`src/adc_fe_macros.svh`:
```
// ADC front end widths and counts
// shared by the sample path, trigger routing and expansion pin logic

`ifndef ADC_FE_MACROS_SVH
`define ADC_FE_MACROS_SVH

//////////////////////////////////////////////////
// sample path
`define ADC_CHN   4   // acquisition channels
`define ADC_DW    14  // converter word width

//////////////////////////////////////////////////
// expansion connector, one side
`define EXP_DW    11
`define CAN0_PIN  7   // CAN 0 tx on n, rx on p
`define CAN1_PIN  6   // CAN 1 tx on n, rx on p
`define TRIG_PIN  0   // trigger alternate bit

//////////////////////////////////////////////////
// daisy chain received word
`define DAISY_DW  16

`endif

```
`src/adc_fe_pkg.sv`:
```
// ADC front end types
// raw converter codes, signed samples and the daisy mode word

`default_nettype none

`include "adc_fe_macros.svh"

package adc_fe_pkg;

  //////////////////////////////////////////////////
  // sample words

  // offset binary, negative slope, as captured
  typedef logic [`ADC_DW-1:0] adc_raw_t;

  // two's complement after conversion
  typedef logic signed [`ADC_DW-1:0] adc_smp_t;

  //////////////////////////////////////////////////
  // daisy mode, msb first
  typedef struct packed {
    logic trig_out_asg;  // bit 2, generator trigger goes out
    logic trig_pin_alt;  // bit 1, n bit 0 turns into trigger pin
    logic sync_en;       // bit 0, daisy sync mode
  } daisy_mode_t;

endpackage : adc_fe_pkg

`default_nettype wire

```
`src/adc_capture.sv`:
```
// ADC capture stage
// retimes the four raw converter words into the core clock domain
// and holds sample validity low until SPI setup and PLL lock are both in

`timescale 1ns/100ps
`default_nettype none

`include "adc_fe_macros.svh"

module adc_capture (
  input  logic                                   adc_clk_01,
  input  logic                                   rst_n_i,
  // raw words, already captured at the pins
  input  adc_fe_pkg::adc_raw_t [`ADC_CHN-1:0]    adc_raw_i,
  input  logic                                   spi_done_i,   // converter setup done
  input  logic                                   pll_locked_i, // sample clock stable
  // to the lanes
  output adc_fe_pkg::adc_raw_t [`ADC_CHN-1:0]    raw_o,
  output logic                                   raw_vld_o
);

  //////////////////////////////////////////////////
  // raw word register, one stage for all lanes

  always_ff @(posedge adc_clk_01 or negedge rst_n_i) begin
    if (!rst_n_i) begin
      raw_o <= '0;  // samples read zero out of reset
    end else begin
      raw_o <= adc_raw_i;
    end
  end

  //////////////////////////////////////////////////
  // sample validity gate

  // words are garbage until the converter is set up and
  // the clock has settled, so validity follows both
  always_ff @(posedge adc_clk_01 or negedge rst_n_i) begin
    if (!rst_n_i) begin
      raw_vld_o <= 1'b0;
    end else begin
      raw_vld_o <= spi_done_i & pll_locked_i;  // lines up with raw_o
    end
  end

endmodule : adc_capture

`default_nettype wire

```
`src/adc_fe_top.sv`:
```
// four channel ADC front end top level
// capture, per channel conversion lanes, trigger routing and the
// expansion connector alternate function override

`timescale 1ns/100ps
`default_nettype none

`include "adc_fe_macros.svh"

module adc_fe_top (
  input  logic                                 adc_clk_01,
  input  logic                                 rst_n_i,
  // converter side
  input  adc_fe_pkg::adc_raw_t [`ADC_CHN-1:0]  adc_raw_i,
  input  logic                                 spi_done_i,
  input  logic                                 pll_locked_i,
  // trigger setup
  input  adc_fe_pkg::adc_smp_t                 trig_level_i,
  input  logic [`ADC_CHN-1:0]                  trig_ch_en_i,
  input  logic                                 asg_trig_i,
  input  adc_fe_pkg::daisy_mode_t              daisy_mode_i,
  input  logic [`DAISY_DW-1:0]                 daisy_dat_i,
  // CAN
  input  logic                                 can_on_i,
  input  logic                                 can0_tx_i,
  input  logic                                 can1_tx_i,
  // expansion connector
  input  logic [`EXP_DW-1:0]                   exp_p_i,
  input  logic [`EXP_DW-1:0]                   exp_n_i,
  input  logic [`EXP_DW-1:0]                   exp_n_out_i,
  input  logic [`EXP_DW-1:0]                   exp_n_dir_i,
  // samples
  output adc_fe_pkg::adc_smp_t [`ADC_CHN-1:0]  adc_dat_o,
  output logic                                 adc_vld_o,
  // triggers
  output logic                                 scope_trig_o,
  output logic                                 trig_ext_o,
  output logic                                 trig_out_o,
  output logic [`EXP_DW-1:0]                   exp_n_o,
  output logic [`EXP_DW-1:0]                   exp_n_oe_o,
  output logic                                 can0_rx_o,
  output logic                                 can1_rx_o
);

  adc_fe_pkg::adc_raw_t [`ADC_CHN-1:0]  raw_q;    // captured words
  logic                                 raw_vld;
  logic [`ADC_CHN-1:0]                  smp_vld;  // per lane valid
  logic [`ADC_CHN-1:0]                  trig_ch;  // lane crossings
  logic                                 trig_pin; // external trigger level
  logic                                 trig_out; // back out to the pin mux

  //////////////////////////////////////////////////
  // sample path

  adc_capture i_capture (
    .adc_clk_01   (adc_clk_01),
    .rst_n_i      (rst_n_i),
    .adc_raw_i    (adc_raw_i),
    .spi_done_i   (spi_done_i),
    .pll_locked_i (pll_locked_i),
    .raw_o        (raw_q),
    .raw_vld_o    (raw_vld)
  );

  for (genvar i = 0; i < `ADC_CHN; i++) begin : g_lane
    adc_lane i_lane (
      .adc_clk_01   (adc_clk_01),
      .rst_n_i      (rst_n_i),
      .raw_i        (raw_q[i]),
      .raw_vld_i    (raw_vld),      // shared validity
      .trig_level_i (trig_level_i),
      .smp_o        (adc_dat_o[i]),
      .smp_vld_o    (smp_vld[i]),
      .trig_ch_o    (trig_ch[i])
    );
  end

  assign adc_vld_o = smp_vld[0];  // all lanes move in step

  //////////////////////////////////////////////////
  // triggers and pins

  trig_router i_router (
    .adc_clk_01 (adc_clk_01), .rst_n_i (rst_n_i),
    .trig_ch_i (trig_ch), .trig_ch_en_i (trig_ch_en_i),
    .trig_pin_i (trig_pin), .asg_trig_i (asg_trig_i),
    .daisy_mode_i (daisy_mode_i), .daisy_dat_i (daisy_dat_i),
    .scope_trig_o (scope_trig_o), .trig_ext_o (trig_ext_o),
    .trig_out_o (trig_out)
  );

  assign trig_out_o = trig_out;

  exp_pin_mux i_pin_mux (
    .exp_p_i (exp_p_i), .exp_n_i (exp_n_i),
    .exp_n_out_i (exp_n_out_i), .exp_n_dir_i (exp_n_dir_i),
    .trig_pin_alt_i (daisy_mode_i.trig_pin_alt), .trig_out_i (trig_out),
    .can_on_i (can_on_i), .can0_tx_i (can0_tx_i), .can1_tx_i (can1_tx_i),
    .exp_n_o (exp_n_o), .exp_n_oe_o (exp_n_oe_o), .trig_pin_o (trig_pin),
    .can0_rx_o (can0_rx_o), .can1_rx_o (can1_rx_o)
  );

endmodule : adc_fe_top

`default_nettype wire

```
`src/adc_lane.sv`:
```
// one ADC channel lane
// offset binary to two's complement, two register stages and a
// rising level-crossing trigger against the shared threshold

`timescale 1ns/100ps
`default_nettype none

`include "adc_fe_macros.svh"

module adc_lane (
  input  logic                  adc_clk_01,
  input  logic                  rst_n_i,
  input  adc_fe_pkg::adc_raw_t  raw_i,         // from capture stage
  input  logic                  raw_vld_i,
  input  adc_fe_pkg::adc_smp_t  trig_level_i,  // shared threshold
  output adc_fe_pkg::adc_smp_t  smp_o,
  output logic                  smp_vld_o,
  output logic                  trig_ch_o      // one cycle per crossing
);

  adc_fe_pkg::adc_smp_t  smp_r;     // first stage
  logic                  smp_vld_r;
  logic                  below_q;   // previous valid sample under level
  logic                  below;     // current sample under level

  //////////////////////////////////////////////////
  // code conversion and pipeline

  // neg slope offset binary: keep msb, flip the rest
  always_ff @(posedge adc_clk_01 or negedge rst_n_i) begin
    if (!rst_n_i) begin
      smp_r     <= '0;
      smp_vld_r <= 1'b0;
      smp_o     <= '0;
      smp_vld_o <= 1'b0;
    end else begin
      smp_r     <= {raw_i[`ADC_DW-1], ~raw_i[`ADC_DW-2:0]};
      smp_vld_r <= raw_vld_i;
      smp_o     <= smp_r;      // second stage
      smp_vld_o <= smp_vld_r;  // valid rides along
    end
  end

  //////////////////////////////////////////////////
  // level crossing

  assign below = (smp_o < trig_level_i);  // signed compare

  always_ff @(posedge adc_clk_01 or negedge rst_n_i) begin
    if (!rst_n_i) begin
      below_q   <= 1'b0;  // no history, first sample cannot fire
      trig_ch_o <= 1'b0;
    end else begin
      trig_ch_o <= smp_vld_o & below_q & ~below;
      if (smp_vld_o) begin
        below_q <= below;  // only valid samples count as history
      end
    end
  end

endmodule : adc_lane

`default_nettype wire

```
`src/exp_pin_mux.sv`:
```
// expansion connector alternate functions
// overrides n side bits for the trigger pin and CAN transmit,
// and picks the trigger and gated CAN receive levels off the p side

`timescale 1ns/100ps
`default_nettype none

`include "adc_fe_macros.svh"

module exp_pin_mux (
  input  logic [`EXP_DW-1:0]  exp_p_i,      // p side pin levels
  input  logic [`EXP_DW-1:0]  exp_n_i,      // n side pin levels
  input  logic [`EXP_DW-1:0]  exp_n_out_i,  // user drive value
  input  logic [`EXP_DW-1:0]  exp_n_dir_i,  // user direction, 1 drives
  input  logic                trig_pin_alt_i,
  input  logic                trig_out_i,
  input  logic                can_on_i,
  input  logic                can0_tx_i,
  input  logic                can1_tx_i,
  output logic [`EXP_DW-1:0]  exp_n_o,
  output logic [`EXP_DW-1:0]  exp_n_oe_o,
  output logic                trig_pin_o,
  output logic                can0_rx_o,
  output logic                can1_rx_o
);

  logic [`EXP_DW-1:0] alt_en;   // bit taken by alternate function
  logic [`EXP_DW-1:0] alt_val;  // alternate drive value
  logic [`EXP_DW-1:0] alt_oe;   // alternate direction

  //////////////////////////////////////////////////
  // n side override

  always_comb begin
    alt_en  = '0;
    alt_val = '0;
    alt_oe  = '0;
    alt_en [`TRIG_PIN] = trig_pin_alt_i;
    alt_val[`TRIG_PIN] = trig_out_i;
    alt_en [`CAN0_PIN] = can_on_i;
    alt_val[`CAN0_PIN] = can0_tx_i;
    alt_oe [`CAN0_PIN] = 1'b1;  // CAN tx always drives
    alt_en [`CAN1_PIN] = can_on_i;
    alt_val[`CAN1_PIN] = can1_tx_i;
    alt_oe [`CAN1_PIN] = 1'b1;
  end

  assign exp_n_o    = (alt_en & alt_val) | (~alt_en & exp_n_out_i);
  assign exp_n_oe_o = (alt_en & alt_oe)  | (~alt_en & exp_n_dir_i);

  //////////////////////////////////////////////////
  // receive side
  assign trig_pin_o = exp_p_i[`TRIG_PIN];
  assign can0_rx_o  = can_on_i & exp_p_i[`CAN0_PIN];  // idle low when off
  assign can1_rx_o  = can_on_i & exp_p_i[`CAN1_PIN];

endmodule : exp_pin_mux

`default_nettype wire

```
`src/trig_router.sv`:
```
// trigger router
// merges the enabled lane triggers into the scope trigger, gates the
// external trigger in daisy sync mode and picks the trigger sent out

`timescale 1ns/100ps
`default_nettype none

`include "adc_fe_macros.svh"

module trig_router (
  input  logic                      adc_clk_01,
  input  logic                      rst_n_i,
  input  logic [`ADC_CHN-1:0]       trig_ch_i,     // lane crossing pulses
  input  logic [`ADC_CHN-1:0]       trig_ch_en_i,  // per lane enable
  input  logic                      trig_pin_i,    // external trigger level
  input  logic                      asg_trig_i,    // generator trigger
  input  adc_fe_pkg::daisy_mode_t   daisy_mode_i,
  input  logic [`DAISY_DW-1:0]      daisy_dat_i,   // received daisy word
  output logic                      scope_trig_o,
  output logic                      trig_ext_o,
  output logic                      trig_out_o
);

  logic scope_trig;  // any enabled lane fired
  logic daisy_trig;  // something came in on the chain
  logic ext_gate;    // block local external trigger

  //////////////////////////////////////////////////
  // combine

  assign scope_trig = |(trig_ch_i & trig_ch_en_i);
  assign daisy_trig = |daisy_dat_i;

  // in sync mode the chain owns triggering, the local pin
  // is ignored while a word is arriving
  assign ext_gate   = daisy_mode_i.sync_en & daisy_trig;

  //////////////////////////////////////////////////
  // output registers

  always_ff @(posedge adc_clk_01 or negedge rst_n_i) begin
    if (!rst_n_i) begin
      scope_trig_o <= 1'b0;
      trig_ext_o   <= 1'b0;
      trig_out_o   <= 1'b0;
    end else begin
      scope_trig_o <= scope_trig;
      trig_ext_o   <= trig_pin_i & ~ext_gate;
      // out to other boards, generator or scope
      if (daisy_mode_i.trig_out_asg) begin
        trig_out_o <= asg_trig_i;
      end else begin
        trig_out_o <= scope_trig;  // same cycle as scope_trig_o
      end
    end
  end

endmodule : trig_router

`default_nettype wire
```
`config.mk`:
```
export PLATFORM = sky130hd
export DESIGN_NAME = adc_fe_top
export DESIGN_NICKNAME = d
export VERILOG_FILES = /design/src/adc_fe_pkg.sv /design/src/adc_capture.sv /design/src/adc_fe_top.sv /design/src/adc_lane.sv /design/src/exp_pin_mux.sv /design/src/trig_router.sv
export VERILOG_INCLUDE_DIRS = /design/src
export SDC_FILE = /design/constraint.sdc
export NUM_CORES = 1
export LEC_CHECK = 0
export ABC_AREA = 0
export BUFFER_PORTS_ARGS = -buffer_cell sky130_fd_sc_hd__buf_4
export CAP_MARGIN = 10
export CORE_UTILIZATION = 24
export CTS_CLUSTER_DIAMETER = 80
export DETAILED_ROUTE_END_ITERATION = 8
export GPL_TIMING_DRIVEN = 0
export SYNTH_ARGS = -nofsm -noshare
export SYNTH_HDL_FRONTEND = slang
export SYNTH_SLANG_ARGS = --single-unit
```
`constraint.sdc`:
```
create_clock -name adc_clk_01 -period 1.67 [get_ports adc_clk_01]
set_input_delay 0.334 -clock adc_clk_01 [delete_from_list [all_inputs] [get_ports adc_clk_01]]
set_output_delay 0.334 -clock adc_clk_01 [all_outputs]
set_load 0.005 [all_outputs]
```
# Word-level counts from Yosys, hierarchy flattened
# Cells that the tools add are included.
# W data, S select, Z words.
dict set report op_classes {
  reduce_logical 2
  muxes 1
  order_cmp 4
  n_bitwise 29
}
# cell count
set op_table {}
lappend op_table {{$lt A14 B14 Y1} 4}
lappend op_table {{$not A13 Y13} 4}
lappend op_table {{$and A11 B11 Y11} 2}
lappend op_table {{$reduce_or A16 Y1} 1}
lappend op_table {{$and A1 B1 Y1} 13}
lappend op_table {{$not A8 Y11} 1}
lappend op_table {{$or A11 B11 Y11} 1}
lappend op_table {{$or A8 B11 Y11} 1}
lappend op_table {{$and A8 B8 Y8} 1}
lappend op_table {{$not A1 Y1} 5}
lappend op_table {{$and A4 B4 Y4} 1}
lappend op_table {{$reduce_or A4 Y1} 1}
lappend op_table {{$mux W1} 1}
dict set report word_totals {
  out_inout_bits 84
  register_bits 182
}

# Logic depth before layout (Yosys ltp)
dict set report logic_depth {
  depth_word 4
  depth_mapped 7
  mapped_depth_nobuf 7
}

# Modules after synthesis
# A second synthesis with hierarchy kept.
dict set report unflattened {
  hier_cells 488
  area_unflattened_um2 6745.2
}
# mod seq_area_each_um2 area_each_um2 cells_each instances
set by_module_without_submodules {}
lappend by_module_without_submodules {adc_lane 800.8 1242.4 98 4}
lappend by_module_without_submodules {adc_capture 1426.4 1432.6 58 1}
lappend by_module_without_submodules {exp_pin_mux 0.0 192.7 25 1}
lappend by_module_without_submodules {trig_router 75.1 150.1 13 1}

# Worst setup path before layout
# Ideal clock, no wire load.
dict set report synth_path {
  path_kind {input to register}
  startpoint {input trig_level_i[13]}
  endpoint {register g_lane[2].i_lane.below_q}
  setup_time_ps 124
  arrival_ps 1529
  required_time_ps 1546
  path_slack_ps 17
  path_stages 6
  n_path_buf 0
  path_cell_list {inv_1 ha_1 and4_1 nand3_1 o311a_1 o31a_1}
}
dict set report synth_via {
  elab_chain_len 1
}
# item line
set synth_rtl {}
lappend synth_rtl {{start, declared} adc_fe_top.sv:18} ;# input adc_fe_pkg::adc_smp_t trig_level_i,
lappend synth_rtl {{$lt A14 B14 Y1} adc_lane.sv:47} ;# assign below = (smp_o < trig_level_i);
lappend synth_rtl {{end signal, assigned} adc_lane.sv:56} ;# below_q <= below;
lappend synth_rtl {{end, declared} adc_lane.sv:23} ;# logic below_q;
# Every way passes these cells.
# A chain may end at the register's enable or synchronous reset.

# Final worst setup path
dict set report layout_path {
  startpoint {register g_lane[2].i_lane.smp_o[4]}
  endpoint {register g_lane[2].i_lane.below_q}
}
dict set report layout_via {
  elab_chain_len 1
}
# item line
set layout_rtl {}
lappend layout_rtl {{start, declared} adc_lane.sv:16} ;# output adc_fe_pkg::adc_smp_t smp_o,
lappend layout_rtl {{start signal, assigned} adc_lane.sv:39} ;# smp_o <= smp_r;
lappend layout_rtl {{$lt A14 B14 Y1} adc_lane.sv:47}
# Every way passes these cells.

==> metrics.csv <==
stage,metric,value,unit
worst_setup_path,setup.worst_path.class,register to register,
worst_setup_path,crit_arrival,2030,ps
synthesis,synthTopCellsByArea,"dfrtp_1 73%, ha_1 10%, inv_1 4.1%, buf_4 1.9%, a21oi_1 1.6%",
floorplanning,start_util,24.7,%
sta,slew_headroom,54.1,%
placement,place.gp.congestion,0.727,
worst_setup_path,crit_path_start,g_lane[2].i_lane.smp_o[4]$_DFF_PN0_,
worst_setup_path,cp_cell_sequence,ha_4 > nand4_1 > o21a_2 > o311a_1 > o31a_1,
synthesis,syn_inst,430,
global_route,gr-usage-all-layers,10.7,%
clocking,cts.sinks,182,
synthesis,yosysWarningCount,0,
sta,period_needed,1720,ps
synthesis,synth_compound_area_share,5.46,%
floorplanning,die-area,0.0268,mm2
synthesis,async_flop_share,100,%
clocking,cts_tree,built,
floorplanning,io_pins,229,
routing,dr_total_vias,4033,
worst_setup_path,worstSetupStartpointType,register,
pwr,ir_drop,0.529,mV
synthesis,synth_top_family_by_area,adder cells,
worst_setup_path,crit_end,g_lane[2].i_lane.below_q$_DFFE_PN0P_,
routing,firstDrtPassIters,4,
floorplanning,die_h,164,um
synthesis,ys_seq_area_share,72.6,%
synthesis,synth_area,0.00627,mm2
placement,pre_cts_ws,-331,ps
layout,fin_cells,1051,
routing,post-route-drc-count,0,
worst_setup_path,worstReg2RegEnd,g_lane[2].i_lane.below_q$_DFFE_PN0P_,
sta,setup_viol,2,
global_route,grt_pass1_vias,3999,
floorplanning,die_w,164,um
layout,final_util,37.7,%
flow_run,cap_violations,0,
layout,mostFrequentLayoutCell,buf_4,
sta,layout_setup_ws,-53.6,ps
floorplanning,num_rows,58,
worst_setup_path,cp-end-kind,register,
global_route,grt_first_pass_wirelength,21000,um
placement,dp_hpwl,10300,um
layout,n_antenna_cell,0,
clocking,cts-root-buf,clkbuf_16,
layout,layout-drive-gt1-share,39.9,%
clocking,worstSkewPairLatency,420,ps
clocking,clk_path_buf_depth,2,
worst_setup_path,path_buf_inv,0,
worst_setup_path,max_stage_delay,420,ps
layout,layout_common_cells,"220 x buf_4, 182 x dfrtp_1, 68 x inv_1",
routing,wl_per_cell,13.4,um
sta,fmax,580,MHz
worst_setup_path,cp.depth,5,
synthesis,yosys.area.top_type,dfrtp_1,
routing,wirelength,14000,um
global_route,antenna_found_initial,0,
pwr,p_leak,0.00474,uW
synthesis,synthFlopType,dfrtp_1,
synthesis,synth_edf_count,0,
sta,rsz0062_at_grt,true,
routing,vias_per_cell,3.84,
worst_setup_path,slowest_stage,dfrtp_1,
synthesis,synth_cell_types,31,
worst_setup_path,crit_fanout,2,
placement,portBuffers,193,
synthesis,synthSimpleGateAreaFrac,4.81,%
hold_path,hp-class,primary input to register,
run_status,violations,negative setup slack,
worst_setup_path,r2r_slack,-50,ps
sta,max_slew.worst_pin.slew,688,ps
synthesis,synth_fa_ha_area_share,10.4,%
clocking,cts_made_buffers,17,
sta,fin_skew,6.61,ps
worst_setup_path,r2r_start,g_lane[2].i_lane.smp_o[4]$_DFF_PN0_,
placement,placed_cells,954,
worst_setup_path,cp_top_family,compound AO/OA/AOI/OAI gates,
global_route,grt_max_degree,95,
layout,syn2layout_area_growth,52.4,%
synthesis,synthMuxAreaShare,0.718,%
synthesis,synth_top_cell_area_share,72.6,%
routing,ant_nets,0,
sta,final_max_slew_viol_count,0,
layout,nNetsFinal,905,
synthesis,syn-mean-instance-area,14.6,um2
clocking,cts_max_level,4,
routing,drtIter0Drc,157,
floorplanning,coreArea,0.0254,mm2
run_status,status,"finished, violations left",
worst_setup_path,reg2regPathDepth,5,
sta,whs,27.2,ps
synthesis,ys_seq_elements,182,
worst_setup_path,cp.required,1980,ps
global_route,grt-ovfl-total,0,
sta,hold_viol,0,
pwr,p_per_area,1030,mW/mm2
synthesis,synthesis.nets,627,
synthesis,synth_xor_area_share,0,%
sta,fin_crit_sh,103,%
clocking,cts.clk_slew.worst_paths,70,ps
==> cell type report <==
class                           count  area (um2)
Sequential cell                   182        4550
Clock buffer                       17         425
Inverter                           68         255
Fill cell                        2445       15800
Timing Repair Buffer              259        2100
Multi-Input combinational cell    163        1520
Clock inverter                     15         164
Buffer                             17         124
Tap cell                          330         413
==> state kept, by name, indices dropped and copies added, names as in the netlist <==
| name | count |
|---|---|
| i_router.trig_ext_o | 1 |
| g_lane.i_lane.smp_o | 56 |
| g_lane.i_lane.trig_ch_o | 4 |
| i_router.scope_trig_o | 1 |
| g_lane.i_lane.smp_r | 56 |
| i_router.trig_out_o | 1 |
| g_lane.i_lane.smp_vld_o | 1 |
| g_lane.i_lane.below_q | 4 |
| i_capture.raw_vld_o | 1 |
| i_capture.raw_o | 56 |
| g_lane.i_lane.smp_vld_r | 1 |
==> through the flow <==
stage,total power [uW],TNS (ps),cell area (um2)
finish,9810,-70.0,9560
global route,10300,-399,9560
CTS,9940,-297,9370
detailed placement,5750,-2230,8170
global placement,5700,-152470,8140
floorplan,5130,0,6270
==> worst min-delay path by stage <==
stage / from / endpoint / slack, ps / cells past startpoint
4_1_cts: adc_raw_i[36] / i_capture.raw_o[36]$_DFF_PN0_ / 0.4 / 1
2_1_floorplan: rst_n_i / g_lane[0].i_lane.below_q$_DFFE_PN0P_ / 40 / 0
3_5_place_dp: g_lane[0].i_lane.smp_r[7]$_DFF_PN0_ / g_lane[0].i_lane.smp_o[7]$_DFF_PN0_ / 330 / 0
5_1_grt: adc_raw_i[54] / i_capture.raw_o[54]$_DFF_PN0_ / 2 / 1
3_3_place_gp: g_lane[0].i_lane.smp_r[11]$_DFF_PN0_ / g_lane[0].i_lane.smp_o[11]$_DFF_PN0_ / 330 / 0
6_report: adc_raw_i[55] / i_capture.raw_o[55]$_DFF_PN0_ / 30 / 1
==> synth_stat cells (2+ instances only) <==
cell / instances
a211o_1: 2
a211oi_1: 2
a21o_1: 8
a21oi_1: 20
a22oi_1: 2
a31oi_1: 3
and2_1: 3
and4_1: 5
buf_4: 16
dfrtp_1: 182
ha_1: 52
inv_1: 68
mux2_2: 4
nand2_1: 11
nand2b_1: 7
nand3_1: 3
nand4_1: 5
nor2_1: 7
nor4_1: 6
o2111ai_1: 2
o21a_1: 6
o21ai_0: 4
or2_2: 4
==> metal layers <==
metal  vias to the layer above  global-route usage, %  part of all wire [%]
met4                         0                   2.40                  0.76
met3                         8                   4.52                   7.6
met5                         -                      0                     0
met1                      1940                   12.5                    41
li1                       1952                      -                     -
met2                       133                   18.1                    50
==> logic make-up after synthesis <==
kind of cell / after synthesis
AO/OA/AOI/OAI: 53
adder cells (fa/ha/maj): 52
buffers and inverters: 85
flip-flops: 182
multiplexers: 4
AND/OR/NAND/NOR: 54
==> power breakdown <==
group          total (uW)  internal, uW  switching, uW
Combinational        1070           620            450
Sequential           4750          4640            102
Clock                3990          2130           1860
Total                9810          7390           2420
==> timing repair <==
item,CTS,global route
hold buffers,51,2
setup buffers,4,8
pin swaps,9,18
endpoints found under the hold margin,138,2
gates resized for setup,14,15
setup endpoints to repair,8,8
(Power assumes the default switching activity.)
